===== src/proc_defs.svh =====
// Processor core sizes
`ifndef PROC_DEFS_SVH
`define PROC_DEFS_SVH

// Data path and instruction word
`define DATA_W 16

// Register file
`define REG_ADDR_W 3
`define NUM_REGS 8

// Instruction and data memories, in 16-bit words
`define IMEM_WORDS 256
`define DMEM_WORDS 256
`define MEM_IDX_W 8

// Host port
`define APB_ADDR_W 12

`endif

===== src/rtl/proc_pkg.sv =====
// Processor core types
`include "proc_defs.svh"

package proc_pkg;

   typedef enum logic [4:0] {
      OP_HALT = 5'b00000,
      OP_NOP  = 5'b00001,
      OP_J    = 5'b00100,
      OP_ADDI = 5'b01000,
      OP_BEQZ = 5'b01100,
      OP_BNEZ = 5'b01101,
      OP_ST   = 5'b10000,
      OP_LD   = 5'b10001,
      OP_RRR  = 5'b11011
   } opcode_e;

   typedef enum logic [2:0] {
      ALU_ADD,
      ALU_SUB,
      ALU_AND,
      ALU_XOR,
      ALU_PASS_A
   } alu_op_e;

   // Register-register format
   typedef struct packed {
      opcode_e                opcode;
      logic [`REG_ADDR_W-1:0] rs;
      logic [`REG_ADDR_W-1:0] rt;
      logic [`REG_ADDR_W-1:0] rd;
      logic [1:0]             func;
   } r_fmt_t;

   // Immediate format, also used by ST with rd as the data register
   typedef struct packed {
      opcode_e                opcode;
      logic [`REG_ADDR_W-1:0] rs;
      logic [`REG_ADDR_W-1:0] rd;
      logic [4:0]             imm5;
   } i_fmt_t;

   typedef struct packed {
      opcode_e                opcode;
      logic [`REG_ADDR_W-1:0] rs;
      logic [7:0]             imm8;
   } b_fmt_t;

   typedef struct packed {
      opcode_e     opcode;
      logic [10:0] disp11;
   } j_fmt_t;

   typedef union packed {
      r_fmt_t r;
      i_fmt_t i;
      b_fmt_t b;
      j_fmt_t j;
   } instr_u;

   typedef struct packed {
      logic    reg_write;
      logic    mem_read;
      logic    mem_write;
      logic    alu_src_imm;
      alu_op_e alu_op;
      logic    is_beqz;
      logic    is_bnez;
      logic    is_jump;
      logic    is_halt;
   } ctrl_t;

   typedef struct packed {
      logic               valid;
      logic [`DATA_W-1:0] pc;
      instr_u             instr;
   } fd_t;

   typedef struct packed {
      logic                   valid;
      ctrl_t                  ctrl;
      logic [`DATA_W-1:0]     pc_next;
      logic [`DATA_W-1:0]     rs_val;
      logic [`DATA_W-1:0]     rt_val;
      logic [`DATA_W-1:0]     imm;     // Sign extended
      logic [`REG_ADDR_W-1:0] wsel;
   } de_t;

   typedef struct packed {
      logic                   valid;
      logic                   reg_write;
      logic                   mem_read;
      logic                   mem_write;
      logic                   is_halt;
      logic [`DATA_W-1:0]     result;  // ALU result or byte address
      logic [`DATA_W-1:0]     store_data;
      logic [`REG_ADDR_W-1:0] wsel;
   } em_t;

   typedef struct packed {
      logic                   valid;
      logic                   reg_write;
      logic [`REG_ADDR_W-1:0] wsel;
      logic [`DATA_W-1:0]     wdata;
      logic                   is_halt;
   } mw_t;

   typedef struct packed {
      logic               taken;
      logic [`DATA_W-1:0] target;
   } redirect_t;

   typedef struct packed {
      logic                   psel;
      logic                   penable;
      logic                   pwrite;
      logic [`APB_ADDR_W-1:0] paddr;
      logic [`DATA_W-1:0]     pwdata;
   } apb_req_t;

   // Host write into either memory
   typedef struct packed {
      logic                  we;
      logic [`MEM_IDX_W-1:0] idx;
      logic [`DATA_W-1:0]    wdata;
   } host_mem_t;

endpackage


===== src/rtl/hdu.sv =====
// Data hazard detection
`timescale 1ns/100ps
`include "proc_defs.svh"

module hdu (
   input  proc_pkg::fd_t fd,
   input  proc_pkg::de_t de,
   input  proc_pkg::em_t em,
   output logic          stall
);

   logic                   uses_rs;
   logic                   uses_rt;   // Also the ST data register at [7:5]
   logic [`REG_ADDR_W-1:0] rs;
   logic [`REG_ADDR_W-1:0] rt;
   logic                   de_wr;
   logic                   em_wr;
   logic                   rs_busy;
   logic                   rt_busy;

   assign rs = fd.instr.r.rs;
   assign rt = fd.instr.r.rt;

   always_comb begin
      uses_rs = 1'b0;
      uses_rt = 1'b0;
      case (fd.instr.r.opcode)
         proc_pkg::OP_RRR,
         proc_pkg::OP_ST: begin
            uses_rs = 1'b1;
            uses_rt = 1'b1;
         end
         proc_pkg::OP_ADDI,
         proc_pkg::OP_LD,
         proc_pkg::OP_BEQZ,
         proc_pkg::OP_BNEZ: uses_rs = 1'b1;
         default: ;
      endcase
   end

   // Writers still ahead of the register file
   assign de_wr = de.valid && de.ctrl.reg_write;
   assign em_wr = em.valid && em.reg_write;

   assign rs_busy = (de_wr && de.wsel == rs) || (em_wr && em.wsel == rs);
   assign rt_busy = (de_wr && de.wsel == rt) || (em_wr && em.wsel == rt);

   assign stall = fd.valid && ((uses_rs && rs_busy) || (uses_rt && rt_busy));

endmodule


===== config.mk =====
export PLATFORM = sky130hd
export DESIGN_NAME = hdu
export DESIGN_NICKNAME = d
export VERILOG_FILES = /design/src/rtl/proc_pkg.sv /design/src/rtl/hdu.sv
export VERILOG_INCLUDE_DIRS = /design/src
export SDC_FILE = /design/constraint.sdc
export NUM_CORES = 1
export LEC_CHECK = 0
export BUFFER_PORTS_ARGS = -buffer_cell sky130_fd_sc_hd__buf_4
export CAP_MARGIN = 20
export CORE_AREA = 4 4 56 58
export DETAILED_ROUTE_END_ITERATION = 10
export DIE_AREA = 0 0 60 62
export PLACE_DENSITY = 0.73
export SLEW_MARGIN = 20
export SYNTH_ARGS = -nofsm -noshare
export SYNTH_HDL_FRONTEND = slang
export SYNTH_SLANG_ARGS = --single-unit

===== constraint.sdc =====
create_clock -name vclk -period 3.35
set_clock_uncertainty 0.15 [all_clocks]
set_input_delay 0.5025 -clock vclk [all_inputs]
set_output_delay 0.5025 -clock vclk [all_outputs]
set_load 0.02 [all_outputs]

# Word-level counts from Yosys, hierarchy flattened

Cells that the tools add are included.

Word-level logic and storage cells: 26
Input port bits: 152
Bits in latches: 0
Register bits: 0
Memories kept: 0
Bits in writable memories: 0
Output and inout port bits: 1
Memory bits (read-only): 0

Add/subtract/negate cells: 0
Divide/modulo/power cells: 0
Bitwise gates (word level): 0
$mul: 0
Reduce and logical (&&, ||, !) cells: 14
Muxes and demuxes: 2
Shifts and indexed selects: 0
$lt $le $gt $ge: 0
Equal/unequal tests: 10

Operators by type and width:

| operator           | count |
|---|---|
| $eq 5x4->1 const B | 3 |
| $eq 5x5->1 const B | 3 |
| $eq 3x3->1         | 4 |
| $logic_and 1x1->1  | 9 |
| $reduce_or 6->1    | 1 |
| $logic_or 1x1->1   | 3 |
| $mux 1             | 2 |
| $reduce_or 2->1    | 1 |

# Logic depth before layout (Yosys ltp)

Depth in word-level cells: 6
Mapped depth: 4

# Worst setup path after synthesis

OpenSTA, ideal clock, no wires.

Path kind: input -> output
Start: in de[2] (netlist name)
End: out stall
Stages on the path: 4
Required time: 2697 ps
Buffers on the path: 0
Slack: 1320 ps
Data arrival time: 1378 ps
Cells stage by stage: xor2_1 -> nor4_1 -> o221a_1 -> o311a_1

Cells in the longest elaborated chain, start to end: 6
Elaborated cells between the ends (all ways): 10
Those cells by class: 2 x eq/ne; 8 x reduce/logical

Ends and longest elaborated chain:

| element                              | line                 | RTL |
|---|---|---|
| start, declared                      | hdu.sv:7             | `input proc_pkg::de_t de,` |
| $eq 3x3->1 (on tied branches)        | hdu.sv:45, hdu.sv:46 |  |
| $logic_and 1x1->1 (on tied branches) | hdu.sv:45, hdu.sv:46 |  |
| $logic_or 1x1->1 (on tied branches)  | hdu.sv:45, hdu.sv:46 |  |
| $logic_and 1x1->1                    | hdu.sv:48            | `assign stall = fd.valid && ((uses_rs && rs_busy) \|\| (uses_rt && rt_busy));` |
| $logic_or 1x1->1 (*)                 | hdu.sv:48            |  |
| $logic_and 1x1->1 (*)                | hdu.sv:48            |  |
| end, declared                        | hdu.sv:9             | `output logic stall` |

Every way passes the cells marked *; elsewhere a longest branch is shown, timed or not.

# Worst setup path in the final report

Start: in em[2] (netlist name)
End: out stall

Cells in the longest elaborated chain, start to end: 6
Elaborated cells between the ends (all ways): 10
Those cells by class: 2 x eq/ne; 8 x reduce/logical

Ends and longest elaborated chain:

| element                              | line                 | RTL |
|---|---|---|
| start, declared                      | hdu.sv:8             | `input proc_pkg::em_t em,` |
| $eq 3x3->1 (on tied branches)        | hdu.sv:45, hdu.sv:46 |  |
| $logic_and 1x1->1 (on tied branches) | hdu.sv:45, hdu.sv:46 |  |
| $logic_or 1x1->1 (on tied branches)  | hdu.sv:45, hdu.sv:46 |  |
| $logic_and 1x1->1                    | hdu.sv:48            |  |
| $logic_or 1x1->1 (*)                 | hdu.sv:48            |  |
| $logic_and 1x1->1 (*)                | hdu.sv:48            |  |

Marked as above.

==> impl_metrics.ini <==
[cells_and_area]
layout_commonest_cell = buf_4
seqCellArea_sq_um = 0
syn2layout_area_growth_pct = 103.7
antenna_cells = 0
nClkBuffers = 0
final_nets = 205
mostFrequentLayoutCells = buf_4, xor2_1, nor4_1
final_util_pct = 15.60
drive_gt1_share_pct = 45.10
seq_cells = 0
final_cells = 82

[drt]
totalWireLength_microns = 806
drt_iter0_markers = 1
drc = 0
drt_pass1_iterations = 2
viasPerCell = 3.610
vias = 296
wire_per_inst_microns = 9.829
ant_nets = 0

[worst_hold_path]
hold-path-cell-count = 3
hold_path.class = in2out
min_from = fd[32]
whs_endpoint = stall

[place]
placedCellCount = 82
post-dp-hpwl_microns = 775
port_buffers = 23
gp_congestion = 0.6993

[setup_path]
path_cells = buf_4, xor2_1, nor4_1, o221a_1, o311a_1, buf_4
cp_common_cell = buf_4
cp.arrival_ns = 1.67
cp.required_ns = 2.70
critPathLaunchType = input pin
crit_fanout = 2
critPathKind = in2out
critPathMaxStageDelay_ns = 0.34
critPathSlowestCell = nor4_1
critPathCaptureType = output port

[yosys]
yosys.cell_types.count = 12
synth_top_family_by_area = XOR/XNOR gates
synthXorXnorAreaFrac_pct = 51.53
synthCells = 28
ys_seq_area_share_pct = 0
yosys_warnings = 0
synth-simple-area-share_pct = 33.13
synth_adder_area_share_pct = 0
syn-num-nets = 180
synth_mux_area_share_pct = 0
synth_area_per_cell_sq_um = 7.284
syn_area_sq_um = 203.9
synth_compound_area_share_pct = 15.34

[timing]
final_max_slew_viol_count = 0
slew_headroom_pct = 78.59
setup_viol = 0
worstMarginPinSlew_ns = 0.3183
max_freq_ghz = 0.4306
hold_viol = 0
tns_ns = 0
fin_crit_ns = 2.323
rsz0062_at_grt = false
min_period_over_period_pct = 69.33

[power_and_ir_drop]
peakVddDrop_uv = 35.27
p_leak_nw = 0.2054
power_density_mw_per_mm2 = 99.47

[clock_network]
postCtsResizedCells = 0
hold_buffers = 0
post_cts_buffers = 0

[die]
pin_count = 153
die-area_sq_mm = 0.003720
fp.dieH_microns = 62
core_area_sq_mm = 0.002663
fp-row-count = 19
die_x_microns = 60
initial_core_util_pct = 7.660

[global_routing]
grt_overflow_total = 0
grt_pass1_vias = 311
grt.busiest_layer = met2
grt_pass1_wl_microns = 1297
use_met2_pct = 7.407
grt_max_degree = 5
antenna_found_initial = 0
gr-usage-met1_pct = 6.593
grt_usage_pct = 4.450
grt_use_met3_pct = 0.4132

[run_status]
status = complete, no violations

[flow_run]
maxCapViolations = 0
cell usage after synthesis, drive strengths merged:
library cell  count  area share (%)
nor4              4              12
o21ai             2             4.9
nor2              1             1.8
and3              1             3.1
nand3b            1             3.7
nand2b            1             3.1
o221a             1             5.5
nand2             2             3.7
xor2             12              52
nor2b             1             3.1
nor3              1             2.5
o311a             1             4.9
worst max-delay path, delay by kind of cell:
| family | cells | cell delay [ns] |
|---|---|---|
| and+or+nand+nor | 1 | 0.34 |
| buffers and inverters | 2 | 0.26 |
| xor gates and xnor gates | 1 | 0.15 |
| AOI/OAI and AO/OA | 2 | 0.41 |
worst max path at each step:
stage	to	startpoint	slack, ns	cells after the start
after CTS	stall	em[2]	1.03	6
after floorplan	stall	de[2]	1.32	4
after global placement	stall	em[2]	1.08	6
final	stall	em[2]	1.03	6
after global routing	stall	em[2]	0.98	6
after detailed placement	stall	em[2]	1.04	6
layout make-up:
| class | instances | area, sq um |
|---|---|---|
| repair buffers | 23 | 172.7 |
| well taps | 31 | 38.79 |
| fillers | 322 | 2247 |
| multi-input cells | 28 | 203.9 |
logic make-up after synthesis:
family | after synthesis
simple gates | 12
xor+xnor | 12
compound gates | 4
stage by stage:
step                total power, mW  setup WS [ns]  instance area [sq um]  hold WS, ns
finish                      0.04132          1.027                  415.4        1.210
global route                0.04620         0.9751                  415.4        1.221
CTS                         0.04175          1.027                  415.4        1.211
detailed placement          0.04161          1.042                  415.4        1.209
global placement            0.04021          1.080                  415.4        1.211
floorplan                   0.01368          1.320                  203.9        1.009
power by group:
group / leakage [nW] / internal, mW / switching, mW
combinational: 0.205 / 0.0250 / 0.0163
sequential: 0 / 0 / 0
clock: 0 / 0 / 0
per-layer routing:
| metal | vias to the layer above | wire length (microns) |
|---|---|---|
| li1 | 149 | - |
| met1 | 124 | 394 |
| met2 | 23 | 334 |
| met3 | 0 | 77 |
| met4 | 0 | 0 |
| met5 | - | 0 |
Note: power is estimated with default switching activity, not from simulation.
