<file path="config.mk">
export PLATFORM = sky130hd
export DESIGN_NAME = execute
export DESIGN_NICKNAME = d
export VERILOG_FILES = /design/src/rtl/proc_pkg.sv /design/src/rtl/execute.sv
export VERILOG_INCLUDE_DIRS = /design/src
export SDC_FILE = /design/constraint.sdc
export NUM_CORES = 1
export LEC_CHECK = 0
export BUFFER_PORTS_ARGS = -buffer_cell sky130_fd_sc_hd__buf_2
export CORE_MARGIN = 1.5
export CORE_UTILIZATION = 40
export DETAILED_ROUTE_END_ITERATION = 16
export GPL_TIMING_DRIVEN = 0
export PLACE_DENSITY_LB_ADDON = 0.08
export RECOVER_POWER = 100
export SYNTH_ARGS = -nofsm -noshare
export SYNTH_HDL_FRONTEND = slang
export SYNTH_SLANG_ARGS = --single-unit
</file>
<file path="constraint.sdc">
create_clock -name clk -period 2.71 [get_ports clk]
set_clock_uncertainty 0.1 [all_clocks]
set_input_delay 0.4065 -clock clk [delete_from_list [all_inputs] [get_ports clk]]
set_output_delay 0.4065 -clock clk [all_outputs]
set_load 0.03 [all_outputs]
</file>
<file path="src/proc_defs.svh">
// Processor core sizes
`ifndef PROC_DEFS_SVH
`define PROC_DEFS_SVH

// Data path and instruction word
`define DATA_W 16

// Register file
`define REG_ADDR_W 3
`define NUM_REGS 8

// Instruction and data memories, in 16-bit words
`define IMEM_WORDS 256
`define DMEM_WORDS 256
`define MEM_IDX_W 8

// Host port
`define APB_ADDR_W 12

`endif
</file>
<file path="src/rtl/proc_pkg.sv">
// Processor core types
`include "proc_defs.svh"

package proc_pkg;

   typedef enum logic [4:0] {
      OP_HALT = 5'b00000,
      OP_NOP  = 5'b00001,
      OP_J    = 5'b00100,
      OP_ADDI = 5'b01000,
      OP_BEQZ = 5'b01100,
      OP_BNEZ = 5'b01101,
      OP_ST   = 5'b10000,
      OP_LD   = 5'b10001,
      OP_RRR  = 5'b11011
   } opcode_e;

   typedef enum logic [2:0] {
      ALU_ADD,
      ALU_SUB,
      ALU_AND,
      ALU_XOR,
      ALU_PASS_A
   } alu_op_e;

   // Register-register format
   typedef struct packed {
      opcode_e                opcode;
      logic [`REG_ADDR_W-1:0] rs;
      logic [`REG_ADDR_W-1:0] rt;
      logic [`REG_ADDR_W-1:0] rd;
      logic [1:0]             func;
   } r_fmt_t;

   // Immediate format, also used by ST with rd as the data register
   typedef struct packed {
      opcode_e                opcode;
      logic [`REG_ADDR_W-1:0] rs;
      logic [`REG_ADDR_W-1:0] rd;
      logic [4:0]             imm5;
   } i_fmt_t;

   typedef struct packed {
      opcode_e                opcode;
      logic [`REG_ADDR_W-1:0] rs;
      logic [7:0]             imm8;
   } b_fmt_t;

   typedef struct packed {
      opcode_e     opcode;
      logic [10:0] disp11;
   } j_fmt_t;

   typedef union packed {
      r_fmt_t r;
      i_fmt_t i;
      b_fmt_t b;
      j_fmt_t j;
   } instr_u;

   typedef struct packed {
      logic    reg_write;
      logic    mem_read;
      logic    mem_write;
      logic    alu_src_imm;
      alu_op_e alu_op;
      logic    is_beqz;
      logic    is_bnez;
      logic    is_jump;
      logic    is_halt;
   } ctrl_t;

   typedef struct packed {
      logic               valid;
      logic [`DATA_W-1:0] pc;
      instr_u             instr;
   } fd_t;

   typedef struct packed {
      logic                   valid;
      ctrl_t                  ctrl;
      logic [`DATA_W-1:0]     pc_next;
      logic [`DATA_W-1:0]     rs_val;
      logic [`DATA_W-1:0]     rt_val;
      logic [`DATA_W-1:0]     imm;     // Sign extended
      logic [`REG_ADDR_W-1:0] wsel;
   } de_t;

   typedef struct packed {
      logic                   valid;
      logic                   reg_write;
      logic                   mem_read;
      logic                   mem_write;
      logic                   is_halt;
      logic [`DATA_W-1:0]     result;  // ALU result or byte address
      logic [`DATA_W-1:0]     store_data;
      logic [`REG_ADDR_W-1:0] wsel;
   } em_t;

   typedef struct packed {
      logic                   valid;
      logic                   reg_write;
      logic [`REG_ADDR_W-1:0] wsel;
      logic [`DATA_W-1:0]     wdata;
      logic                   is_halt;
   } mw_t;

   typedef struct packed {
      logic               taken;
      logic [`DATA_W-1:0] target;
   } redirect_t;

   typedef struct packed {
      logic                   psel;
      logic                   penable;
      logic                   pwrite;
      logic [`APB_ADDR_W-1:0] paddr;
      logic [`DATA_W-1:0]     pwdata;
   } apb_req_t;

   // Host write into either memory
   typedef struct packed {
      logic                  we;
      logic [`MEM_IDX_W-1:0] idx;
      logic [`DATA_W-1:0]    wdata;
   } host_mem_t;

endpackage

</file>
<file path="src/rtl/execute.sv">
// Execute stage
`timescale 1ns/100ps
`include "proc_defs.svh"

module execute (
   input  logic                clk,
   input  logic                rst_n,
   input  logic                run,
   input  proc_pkg::de_t       de,
   output proc_pkg::em_t       em,
   output proc_pkg::redirect_t redirect
);

   logic [`DATA_W-1:0] op_b;
   logic [`DATA_W-1:0] result;
   logic               rs_zero;

   assign op_b = de.ctrl.alu_src_imm ? de.imm : de.rt_val;

   always_comb begin
      case (de.ctrl.alu_op)
         proc_pkg::ALU_ADD: result = de.rs_val + op_b;   // Also load/store address
         proc_pkg::ALU_SUB: result = de.rs_val - op_b;
         proc_pkg::ALU_AND: result = de.rs_val & op_b;
         proc_pkg::ALU_XOR: result = de.rs_val ^ op_b;
         default:           result = de.rs_val;
      endcase
   end

   // Branch and jump resolve here
   assign rs_zero         = (de.rs_val == '0);
   assign redirect.target = de.pc_next + de.imm;
   assign redirect.taken  = de.valid && (de.ctrl.is_jump ||
                                         (de.ctrl.is_beqz && rs_zero) ||
                                         (de.ctrl.is_bnez && !rs_zero));

   always_ff @(posedge clk or negedge rst_n) begin
      if (!rst_n)
         em <= '0;
      else if (!run || !de.valid)
         em <= '0;
      else
         em <= '{valid: 1'b1, reg_write: de.ctrl.reg_write, mem_read: de.ctrl.mem_read,
                 mem_write: de.ctrl.mem_write, is_halt: de.ctrl.is_halt, result: result,
                 store_data: de.rt_val, wsel: de.wsel};
   end

endmodule

</file>
# Yosys cells after proc, flatten, opt, wreduce, memory -nomap -nowiden
# Cells that the tools add are included.
[totals] ff_bits=40 wordCells=30 input_bits=82 out_inout_bits=57
[op_classes] n_eq_ne=3 add_sub_neg=3 n_reduce_logical=11 bitwise_logic=2 n_mux=3
[ops] cell="$pmux 16 s4" n=1
[ops] cell="$mux 40" n=1
[ops] cell="$add 16x16->16" n=2
[ops] cell="$and 16x16->16" n=1
[ops] cell="$logic_not 16->1" n=1
[ops] cell="$mux 16" n=1
[ops] cell="$sub 16x16->16" n=1
[ops] cell="$xor 16x16->16" n=1
[ops] cell="$eq 3x2->1 const B" n=2
[ops] cell="$eq 3x1->1 const B" n=1
[ops] cell="$logic_and 1x1->1" n=3
[ops] cell="$logic_not 1->1" n=3
[ops] cell="$logic_not 3->1" n=1
[ops] cell="$logic_or 1x1->1" n=3

# Depth between registers and ports, before layout
[depth] word_depth=5 mapped_depth=18 depth_no_buf=15

# Worst setup path after synthesis
# OpenSTA, ideal clock, no wires.
[synth_path] kind="input to register" start="in de[74] (netlist bit)" end="reg em[34] (netlist bit)" t_arrival_ps=3826 n_path_buf=3 required_ps=2487 slack_ps=-1339 setup_time_ps=123 path_stages=18 path_cell_list="buf_6 -> buf_2 -> buf_1 -> mux2i_1 -> ha_1 -> nand3_1 -> or3_1 -> nand2_1 -> xnor2_1 -> ha_1 -> o21ai_0 -> o21bai_1 -> a21o_1 -> a221o_1 -> a31oi_1 -> xnor2_1 -> nor2_1 -> o221a_2"
[synth_between] elab_chain_cells=4 elab_cells_between_ends=7 cone_classes="add/sub (2); mux (3); bitwise (2)"
[synth_lines] element="from (decl)" line="execute.sv:9" rtl="input proc_pkg::de_t de,"
[synth_lines] element="$mux 16 *" line="execute.sv:18" rtl="assign op_b = de.ctrl.alu_src_imm ? de.imm : de.rt_val;"
[synth_lines] element="$sub 16x16->16 (tied with other cells)" line="execute.sv:23" rtl="proc_pkg::ALU_SUB: result = de.rs_val - op_b;"
[synth_lines] element="$pmux 16 s4 *" line="execute.sv:21" rtl="case (de.ctrl.alu_op)"
[synth_lines] element="$mux 40 *" line="execute.sv:40" rtl="else if (!run || !de.valid)"
[synth_lines] element="to (signal assigned)" line="execute.sv:43" rtl="em <= '{valid: 1'b1, reg_write: de.ctrl.reg_write, mem_read: de.ctrl.mem_read,"
[synth_lines] element="to (decl)" line="execute.sv:10" rtl="output proc_pkg::em_t em,"
# Every way passes the cells marked *; elsewhere a longest branch is shown, timed or not.

# Worst setup path after layout
# Same ends and word-level chain as after synthesis.

==> results.yml <==
outcome:
  outcome: "finished, violations left"
  violations: "negative setup slack"
cells_and_area:
  largest-register: "em"
  drive_above_1_share: 0.364
  nFillCells: 878
  largest_reg_flops: 40
  largestRegisters: "em x40"
  regArea_mm2: 0.00100
  multi_input_area_mm2: 0.00315
  nets: 753
  n_antenna_cell: 0
  area_delta_synth_final_pct: 46.5
  utilization: 0.608
  fin_cells: 752
  finalInstanceArea_mm2: 0.00565
global_routing:
  antenna_found_initial: 0
  overflow: 0
  globalRouteTotalUtil: 0.247
  grt_pass1_vias: 3970
  grt_pass1_wl_um: 19700
  grt_max_degree: 41
synthesis:
  synth-main-ff-cell: "dfrtp_1"
  synth-seq-cells: 40
  synthCells: 438
  synth_area_per_cell_um2: 8.80
  synth_warnings: 0
  yosysUniqueCellTypes: 51
  synth-async-reset-ratio: 1.00
  synth_seq_area_share: 0.260
  netlist_area_mm2: 0.00385
  syn_nets: 569
  synth_edf_count: 0
placement:
  io_buffers: 136
  placed_area_mm2: 0.00485
  globalplace.congestion: 0.900
  dp_hpwl_um: 9450
  pre_cts_ws_ns: -1.33
  place_inst: 703
sta:
  tns_ns: -4.26
  hold_viol: 0
  fmax_mhz: 292
  finalMaxSlewViolations: 0
  worst_slew_pin_slew_ns: 1.08
  rsz0062_at_grt: "true"
  fin_hold_ws_ns: 0.195
  slew_headroom: 0.278
  fin_crit_sh: 1.26
  setup_slack_ns: -0.711
  setup_viol: 15
  post-route-min-period_ns: 3.42
route:
  drt_pass1_iterations: 4
  drt-initial-drc-count: 195
  drtAntennaViolNets: 0
  vias: 4050
  wirelength_um: 13100
  detail_route.wl_per_cell_um: 17.4
  drcViolationCount: 0
  routed_via_density: 5.39
floorplanning:
  die_area_mm2: 0.0102
  rows: 35
  core-area_mm2: 0.00928
  ios: 139
  die_height_um: 101
  initial_core_util: 0.415
  die_x_um: 101
worst_setup_path:
  crit_type: "primary input to flip-flop"
  worst_setup_path_end_kind: "flip-flop"
  worstPathRequired_ns: 2.79
  worstPathMaxFanout: 4
  startpoint: "de[74]"
  start_kind: "primary input"
  critPathArrivalTime_ns: 3.50
clock_network:
  htree_levels: 2
  clkSlewWorstSetupHoldPaths_ns: 0.09
  clkSinkCount: 40
  cts_buffers: 5
  cts-root-buf: "clkbuf_8"
  clk_path_buf_depth: 2
  cts_tree: "done"
power:
  total_power_mw: 2.51
  pwr_density_cell_mw_per_mm2: 445
  p_leak_nw: 2.75
  ir_worst_vdd_mv: 0.326
flow_run:
  drv_cap: 0
hold_path:
  holdCritPathClass: "primary input to asynchronous set/reset pin"
[cell families after synthesis]
family | synth area share
xor gates and xnor gates | 0.0887
muxes | 0.0900
and+or+nand+nor | 0.153
adders and majority gates | 0.163
DFF | 0.260
buffers and inverters | 0.0403
AOI/OAI and AO/OA | 0.205
[repair_timing]
item	4_1_cts	5_1_grt
pin swaps	51	40
setup endpoints to repair	18	19
hold buffers	0	0
setup buffers	32	9
resized for setup	66	24
cloned	0	0
[worst max-delay path, stage by stage]
cell,delay (ns)
buf_12,0.11
buf_12,0.12
buf_12,0.12
mux2i_4,0.19
ha_4,0.17
buf_4,0.14
a21oi_4,0.14
xnor2_2,0.13
ha_1,0.30
o21a_1,0.19
o31a_1,0.16
o2111a_1,0.32
a221o_1,0.38
a31oi_2,0.19
xnor2_1,0.14
nor2_1,0.05
o221a_2,0.23
[path summary, 6_finish.rpt]
kind                       endpoint  cells past startpoint
setup / recovery             em[34]                     17
max in group asynchronous    em[11]                      1
hold / removal               em[27]                      1
min in group clk              em[0]                      2
[cells in the final DEF, fill, tap and decap left out, types with 9 or more instances in the layout]
cell type / n
xor2_1: 16
a21oi_1: 31
nand2_1: 20
buf_2: 71
and3_1: 22
ha_4: 9
dfrtp_1: 40
clkbuf_1: 57
mux2_2: 13
a21o_1: 13
buf_4: 44
mux2i_1: 17
inv_1: 19
xnor2_1: 18
nor2_1: 27
o21ai_0: 16
ha_1: 37
[per-layer routing]
| metal | vias up | share of wire | global-route usage |
|---|---|---|---|
| met5 | - | 0 | 0 |
| met4 | 0 | 0.013 | 0.0652 |
| met3 | 12 | 0.048 | 0.0345 |
| met2 | 131 | 0.49 | 0.417 |
| met1 | 1949 | 0.45 | 0.334 |
| li1 | 1958 | - | - |
[where the power goes]
group / internal [mW] / switching [mW]
Clock: 0.302 / 0.246
Sequential: 0.624 / 0.00674
Combinational: 0.583 / 0.749
[cell usage after synthesis (all sizes together) (5+ instances only)]
cell type	count	area, um2
a211oi	5	37.5
a21o	14	106
a21oi	41	205
a31oi	5	31.3
and3	24	150
buf	6	38.8
clkbuf	10	37.5
dfrtp	40	1000
ha	47	588
inv	20	75.1
mux2	13	146
mux2i	20	200
nand2	24	90.1
nand2b	6	37.5
nand3	5	25.0
nor2	31	116
nor3	8	40.0
nor4	6	43.8
o211ai	7	52.6
o21a	8	60.1
o21ai	26	130
xnor2	22	193
xor2	17	149
[cell type report]
class	instances	area share
Multi-Input combinational cell	361	0.557
Timing Repair Buffer	177	0.178
Sequential cell	40	0.177
Tap cell	129	0.0286
Buffer	16	0.0233
Clock buffer	6	0.0146
Inverter	21	0.0140
Clock inverter	2	0.00687
Note: power is estimated with default switching activity, not from simulation.
