<file path="config.mk">
export PLATFORM = sky130hd
export DESIGN_NAME = memory
export DESIGN_NICKNAME = d
export VERILOG_FILES = /design/src/rtl/proc_pkg.sv /design/src/rtl/memory.sv
export VERILOG_INCLUDE_DIRS = /design/src
export SDC_FILE = /design/constraint.sdc
export NUM_CORES = 2
export LEC_CHECK = 0
export CORE_UTILIZATION = 24
export DETAILED_ROUTE_END_ITERATION = 16
export DONT_BUFFER_PORTS = 1
export GPL_ROUTABILITY_DRIVEN = 0
export HOLD_SLACK_MARGIN = 0.15
export PLACE_DENSITY = 0.46
export SYNTH_ARGS = -nofsm -noshare
export SYNTH_HDL_FRONTEND = slang
export SYNTH_SLANG_ARGS = --single-unit
</file>
<file path="constraint.sdc">
create_clock -name clk -period 11.15 [get_ports clk]
set_clock_uncertainty 0.15 [all_clocks]
set_input_delay 2.23 -clock clk [delete_from_list [all_inputs] [get_ports clk]]
set_output_delay 2.23 -clock clk [all_outputs]
set_load 0.005 [all_outputs]
</file>
<file path="src/proc_defs.svh">
// Processor core sizes
`ifndef PROC_DEFS_SVH
`define PROC_DEFS_SVH

// Data path and instruction word
`define DATA_W 16

// Register file
`define REG_ADDR_W 3
`define NUM_REGS 8

// Instruction and data memories, in 16-bit words
`define IMEM_WORDS 256
`define DMEM_WORDS 256
`define MEM_IDX_W 8

// Host port
`define APB_ADDR_W 12

`endif
</file>
<file path="src/rtl/proc_pkg.sv">
// Processor core types
`include "proc_defs.svh"

package proc_pkg;

   typedef enum logic [4:0] {
      OP_HALT = 5'b00000,
      OP_NOP  = 5'b00001,
      OP_J    = 5'b00100,
      OP_ADDI = 5'b01000,
      OP_BEQZ = 5'b01100,
      OP_BNEZ = 5'b01101,
      OP_ST   = 5'b10000,
      OP_LD   = 5'b10001,
      OP_RRR  = 5'b11011
   } opcode_e;

   typedef enum logic [2:0] {
      ALU_ADD,
      ALU_SUB,
      ALU_AND,
      ALU_XOR,
      ALU_PASS_A
   } alu_op_e;

   // Register-register format
   typedef struct packed {
      opcode_e                opcode;
      logic [`REG_ADDR_W-1:0] rs;
      logic [`REG_ADDR_W-1:0] rt;
      logic [`REG_ADDR_W-1:0] rd;
      logic [1:0]             func;
   } r_fmt_t;

   // Immediate format, also used by ST with rd as the data register
   typedef struct packed {
      opcode_e                opcode;
      logic [`REG_ADDR_W-1:0] rs;
      logic [`REG_ADDR_W-1:0] rd;
      logic [4:0]             imm5;
   } i_fmt_t;

   typedef struct packed {
      opcode_e                opcode;
      logic [`REG_ADDR_W-1:0] rs;
      logic [7:0]             imm8;
   } b_fmt_t;

   typedef struct packed {
      opcode_e     opcode;
      logic [10:0] disp11;
   } j_fmt_t;

   typedef union packed {
      r_fmt_t r;
      i_fmt_t i;
      b_fmt_t b;
      j_fmt_t j;
   } instr_u;

   typedef struct packed {
      logic    reg_write;
      logic    mem_read;
      logic    mem_write;
      logic    alu_src_imm;
      alu_op_e alu_op;
      logic    is_beqz;
      logic    is_bnez;
      logic    is_jump;
      logic    is_halt;
   } ctrl_t;

   typedef struct packed {
      logic               valid;
      logic [`DATA_W-1:0] pc;
      instr_u             instr;
   } fd_t;

   typedef struct packed {
      logic                   valid;
      ctrl_t                  ctrl;
      logic [`DATA_W-1:0]     pc_next;
      logic [`DATA_W-1:0]     rs_val;
      logic [`DATA_W-1:0]     rt_val;
      logic [`DATA_W-1:0]     imm;     // Sign extended
      logic [`REG_ADDR_W-1:0] wsel;
   } de_t;

   typedef struct packed {
      logic                   valid;
      logic                   reg_write;
      logic                   mem_read;
      logic                   mem_write;
      logic                   is_halt;
      logic [`DATA_W-1:0]     result;  // ALU result or byte address
      logic [`DATA_W-1:0]     store_data;
      logic [`REG_ADDR_W-1:0] wsel;
   } em_t;

   typedef struct packed {
      logic                   valid;
      logic                   reg_write;
      logic [`REG_ADDR_W-1:0] wsel;
      logic [`DATA_W-1:0]     wdata;
      logic                   is_halt;
   } mw_t;

   typedef struct packed {
      logic               taken;
      logic [`DATA_W-1:0] target;
   } redirect_t;

   typedef struct packed {
      logic                   psel;
      logic                   penable;
      logic                   pwrite;
      logic [`APB_ADDR_W-1:0] paddr;
      logic [`DATA_W-1:0]     pwdata;
   } apb_req_t;

   // Host write into either memory
   typedef struct packed {
      logic                  we;
      logic [`MEM_IDX_W-1:0] idx;
      logic [`DATA_W-1:0]    wdata;
   } host_mem_t;

endpackage

</file>
<file path="src/rtl/memory.sv">
// Memory stage with writeback select
`timescale 1ns/100ps
`include "proc_defs.svh"

module memory (
   input  logic                clk,
   input  logic                rst_n,
   input  logic                run,
   input  proc_pkg::em_t       em,
   input  proc_pkg::host_mem_t dmem_wr,
   output logic [`DATA_W-1:0]  dmem_rdata,
   output proc_pkg::mw_t       mw
);

   logic [`DATA_W-1:0]    dmem [`DMEM_WORDS];
   logic [`MEM_IDX_W-1:0] addr_idx;
   logic [`DATA_W-1:0]    load_data;
   logic [`DATA_W-1:0]    wdata;
   logic                  store_en;

   assign addr_idx   = em.result[`MEM_IDX_W:1];   // Byte address to word
   assign store_en   = run && em.valid && em.mem_write;
   assign load_data  = dmem[addr_idx];
   assign dmem_rdata = dmem[dmem_wr.idx];

   // Host only writes while the core is stopped
   always_ff @(posedge clk) begin
      if (dmem_wr.we)
         dmem[dmem_wr.idx] <= dmem_wr.wdata;
      else if (store_en)
         dmem[addr_idx] <= em.store_data;
   end

   assign wdata = em.mem_read ? load_data : em.result;   // Writeback select

   always_ff @(posedge clk or negedge rst_n) begin
      if (!rst_n) begin
         mw <= '0;
      end else if (!run || !em.valid) begin
         mw <= '0;
      end else begin
         mw <= '{valid: 1'b1, reg_write: em.reg_write, wsel: em.wsel, wdata: wdata,
                 is_halt: em.is_halt};
      end
   end

endmodule

</file>
## Word-level counts from Yosys, hierarchy flattened

Memory sizes are Yosys's and may differ from the RTL's.
Index checks and enable logic that the tools add are counted.

- Register bits after elaboration: 22
- Bits in writable memories: 4,096
- Input bits: 68
- Output and inout bits: 38
- Word-level logic and storage cells: 22
- Memories: 1

Memory list:

| memory | depth | width | read ports | clocked after Yosys merged registers in | write ports | RTL line | text |
|---|---|---|---|---|---|---|---|
| dmem | 256 | 16 | 2 | 0 | 1 | memory.sv:15 | `` logic [`DATA_W-1:0] dmem [`DMEM_WORDS]; `` |

- Multiplexer cells: 10
- Reduce and logical (&&, ||, !) cells: 6

Operator list:

| kind | number |
|---|---|
| $mux 16 | 2 |
| $mux 22 | 1 |
| $reduce_or 16->1 | 1 |
| $mux 8 | 1 |
| $mux 1 | 6 |
| $logic_and 1x1->1 | 2 |
| $logic_not 1->1 | 2 |
| $logic_or 1x1->1 | 1 |

## Logic depth before layout (Yosys ltp)

- Depth after elaboration: 7
- Mapped depth: 13
- Depth with buffers taken out: 7

## Worst setup path before layout

Ideal clock, no wire load.

- Path kind: input to register
- Start point: input em[39] (netlist name)
- End point: memory dmem[0][10] (netlist name), data pin
- Library setup time: 0.823 ns
- Arrival: 6.679 ns
- Slack: 3.498 ns
- Stages on the path: 8
- Path buffers: 3
- Cells stage by stage: nand2_1 -> clkinv_1 -> nand3b_1 -> clkbuf_1 -> buf_1 -> buf_1 -> nand2_1 -> nand2_1

- Word-level cells in the longest chain between the ends: 7

RTL lines:

| item | RTL line | text |
|---|---|---|
| start, declared | memory.sv:9 | `input proc_pkg::em_t em,` |
| $logic_and 1x1->1 (2 in a row) | memory.sv:22 | `assign store_en = run && em.valid && em.mem_write;` |
| $mux 1 | memory.sv:30 | `else if (store_en)` |
| $mux 1 | memory.sv:28 | `if (dmem_wr.we)` |
| $mux 1 (implied by the code) | memory.sv:31 | `dmem[addr_idx] <= em.store_data;` |
| $reduce_or 16->1 (no source line) | -- |  |
| $mux 16 (no source line) | -- |  |
| end, declared | memory.sv:15 |  |

No other way between the ends.

## Final worst setup path

- Start point: input dmem_wr[16] (netlist name)
- End point: output dmem_rdata[15]

- Word-level cells in the longest chain between the ends: 1

RTL lines:

| item | RTL line | text |
|---|---|---|
| start, declared | memory.sv:10 | `input proc_pkg::host_mem_t dmem_wr,` |
| $mem_v2 256x16 | -- |  |
| end, declared | memory.sv:11 | `` output logic [`DATA_W-1:0] dmem_rdata, `` |

No other way between the ends.

==> metrics list <==
- The cell sitting at the root of the clock tree is a sky130_fd_sc_hd__clkbuf_16.
* Number of buffers added to fix hold violations after cts: 0
- Buffers added to address setup during post-CTS repair amount to 0.
- The worst path needs 9.62 ns of the cycle, external delays included.
- Clock tree from TritonCTS: yes
- Buffers placed on the I/O ports in this run total 0.
- Overflow after GRT: 0
* Number of flip-flops and latches in the synthesized netlist: 4118
- Post-CTS repair changed the size of 0 cells.
* Upper clock frequency limit: 104 MHz
- Measured on the finished design, the core utilization comes to 0.280.
* Worst vdd ir: 0.139 mV
- The final layout contains routed wiring with a total length of 754000 um.
* Mean Syn Cell Area: 20.1 um^2
- Cell type contributing the most total cell area after synthesis: sky130_fd_sc_hd__edfxtp_1
- Commonest non-fill, non-tap cells in the layout: sky130_fd_sc_hd__edfxtp_1, sky130_fd_sc_hd__mux4_2, sky130_fd_sc_hd__a22oi_1
* Part of the power in combinational logic: 0.083
- After routing the design area is 220000 um^2.
- Critical Path End Type: primary output
- Of the total power, the share spent switching nets is 0.242.
- Relative to the synthesized area, the layout overhead comes to 16.2%.
- After synthesis, the netlist uses 71 different library cells.
* Mapped cell area: 189000 um^2
- FFs w/ async S/R, synth: 0.00534
- The region available for standard cell placement spans 784000 um^2.
- Starting DRT DRC Count: 15500
- LEAKAGE: 64.5 nW
- Row generation in the floorplan step produced 325 rows.
* DR pass1 iterations: 7
- In this run the power spent charging and discharging nets is 0.00868 W.
* Avg WL per Cell: 36.9 um
* Later-pin clock latency in the skew report: 1.09 ns
* Number of inserted filler cells in the final layout: 76900
- Number of synthesized flops with an enable pin: 4096
- Kind of critical path: in2out
* RSZ-0062 raised after global routing: false
* Initial cell density of the core: 0.241
- For the pin with the worst max-slew slack, the measured transition is 1.60 ns.
- # nets final: 9565
- The hold violation count in the final report was 0.
* Number of pins exceeding their max-slew limit in the final report: 268
* Syn. warnings: 0
* HPWL after DPL: 462000 um
* Clock share of power: 0.438
* Area contributors post-synth: sky130_fd_sc_hd__edfxtp_1, sky130_fd_sc_hd__mux4_2, sky130_fd_sc_hd__a22oi_1, sky130_fd_sc_hd__mux2i_1, sky130_fd_sc_hd__clkbuf_1
* Cell area after placement: 204000 um^2
- For this run, the total global-route usage over all layers was measured as 0.185.
- Pwr per Cell Area: 163 nW/um^2
- The share of total power dissipated in sequential elements is 0.479.
- Top cell type's share of synthesized area: 0.651
* Die Wd: 889 um
- Critical R2R Launch: dmem[171][12]
- TritonCTS Buffers: 459
- The most critical setup path has its startpoint at dmem_wr[16].
* Portion of the clock cycle consumed by the worst path in the final layout: 0.863
* DRT antenna net count: 0
* Post-DR vias/cell: 5.38
* Fraction of layout instances using a drive strength above 1: 0.354
- Number of cells on the worst reg-to-reg path: 5
- The library cell used most frequently in the layout, excluding fill and tap cells, is sky130_fd_sc_hd__edfxtp_1.
- Reg-to-reg endpoint: mw[13]
* Vias after detailed routing: 110000
* Top fanout value on the critical path: 51
- Path category of the worst min-delay check: in2async
- Cell-internal power: 0.0272 W
* Worst path arrival time: 7.24 ns
- The die is 889 um tall.
* Max capacitance violation total: 3
- The H-tree generated during clock tree synthesis spans 5 levels.
- Summing all multi-input logic gate instances after layout gives 63100 um^2.
* Number of nets produced by synthesis: 9464
- In this run the register-to-register setup slack is 7.32 ns.
- Gate Count Post-Synth: 9396
* FF/Latch Area: 124000 um^2
- Worst slew slack as a fraction of its limit: -0.0653
- Setup violations remaining at the end of the flow were counted as 0.
- The number of global-route vias before repair is 112000.
- Clock edge transition at the registers on the reported setup and hold paths: 0.07 ns
- CP startpoint kind: primary input
- The share of the Yosys chip area taken by registers is 0.654.
* CTS max path bufs: 4
* Total die area: 791000 um^2
- The flow ran to the end, but the final reports show violations.
- 106 I/O pins were placed.
- In the routed design, unresolved DRC markers number 0.
- Violations in the final reports: max-capacitance violations, max-slew violations
- Aggregate negative setup slack: 0 ns
* Largest net degree at the start of global routing: 234
* Wire length of the first global-routing pass: 1010000 um
- Antenna violations before repair: 78
* Predominant post-synthesis flop cell: sky130_fd_sc_hd__edfxtp_1
* Required time reported for the critical path endpoint: 8.77 ns
* Sink Count: 4118
routing by layer:
metal | part of all wire | vias to the layer above | GRT usage
met3 | 0.096 | 1271 | 0.0435
met5 | 0.00022 | - | 0
met2 | 0.46 | 6111 | 0.292
met1 | 0.40 | 61000 | 0.246
li1 | - | 41600 | -
met4 | 0.048 | 26 | 0.0755
power by group through the flow:
stage	logic, W	registers [W]	clock network (W)
detailed placement	0.00296	0.0175	0
floorplan	0.00167	0.0176	0
finish	0.00297	0.0172	0.0157
global route	0.00305	0.0172	0.0164
global placement	0.00292	0.0175	0
CTS	0.00296	0.0172	0.0159
sequential cells by signal, indices dropped and copies added, names as in the netlist:
register,count
dmem,4096
mw,22
final cells by class:
cell class,count,share of cell area
Timing Repair Buffer,438,0.0190
Clock inverter,311,0.0156
Tap cell,10500,0.0596
Sequential cell,4118,0.563
Clock buffer,547,0.0544
Inverter,8,0.000171
Antenna cell,82,0.000935
Multi-Input combinational cell,4472,0.288
logic make-up (layout without fill, tap and decap cells):
family,after synthesis,count (layout),share of synthesized area
buffers and inverters,806,1304,0.0209
other,0,82,0
AND/OR/NAND/NOR,956,956,0.0234
AO/OA/AOI/OAI,1276,1276,0.0462
multiplexers,2240,2240,0.256
flip-flops,4118,4118,0.654
worst max-delay path: stages:
cell                      delay, ns
sky130_fd_sc_hd__buf_16        0.39
sky130_fd_sc_hd__buf_12        0.45
sky130_fd_sc_hd__buf_12        0.30
sky130_fd_sc_hd__mux4_2        0.53
sky130_fd_sc_hd__a22oi_1       0.48
sky130_fd_sc_hd__a21oi_1       0.19
sky130_fd_sc_hd__nor4_1        0.95
sky130_fd_sc_hd__o22ai_1       0.67
sky130_fd_sc_hd__or2_1         0.57
per-stage QoR:
stage               setup WS, ns  power (W)  hold slack, ns  cells
floorplan                   3.50     0.0193           0.595   9396
global placement            1.10     0.0204           0.903  19500
detailed placement          1.03     0.0205           0.879  19500
CTS                         1.84     0.0361           0.597  20400
global route                1.74     0.0367           0.647  20400
finish                      1.53     0.0359           0.683  20400
Yosys cell counts, drive strengths merged (4+ instances only):
cell	count
a2111oi	7
a211oi	26
a21oi	303
a221oi	9
a22o	13
a22oi	661
a31oi	11
a32oi	9
and2	7
and3	19
buf	393
clkbuf	405
dfrtp	22
edfxtp	4096
inv	7
mux2	11
mux2i	165
mux4	2064
nand2	217
nand2b	17
nand3	95
nand3b	9
nand4	29
nor2	334
nor2b	18
nor3	86
nor4	85
o2111ai	12
o211ai	6
o21ai	47
o221ai	29
o22ai	98
o311ai	6
o31ai	14
o32ai	6
or2	21
or3	7
or4	4
how the worst max path moves through the flow:
stage,endpoint,slack (ns),cells past startpoint
final,dmem_rdata[15],1.53,9
after CTS,dmem_rdata[15],1.84,9
after global routing,dmem_rdata[15],1.74,9
after floorplan,dmem[0][10],3.50,8
after global placement,mw[1],1.10,11
after detailed placement,mw[15],1.03,11
No activity file was read; power rests on OpenSTA's default activity.
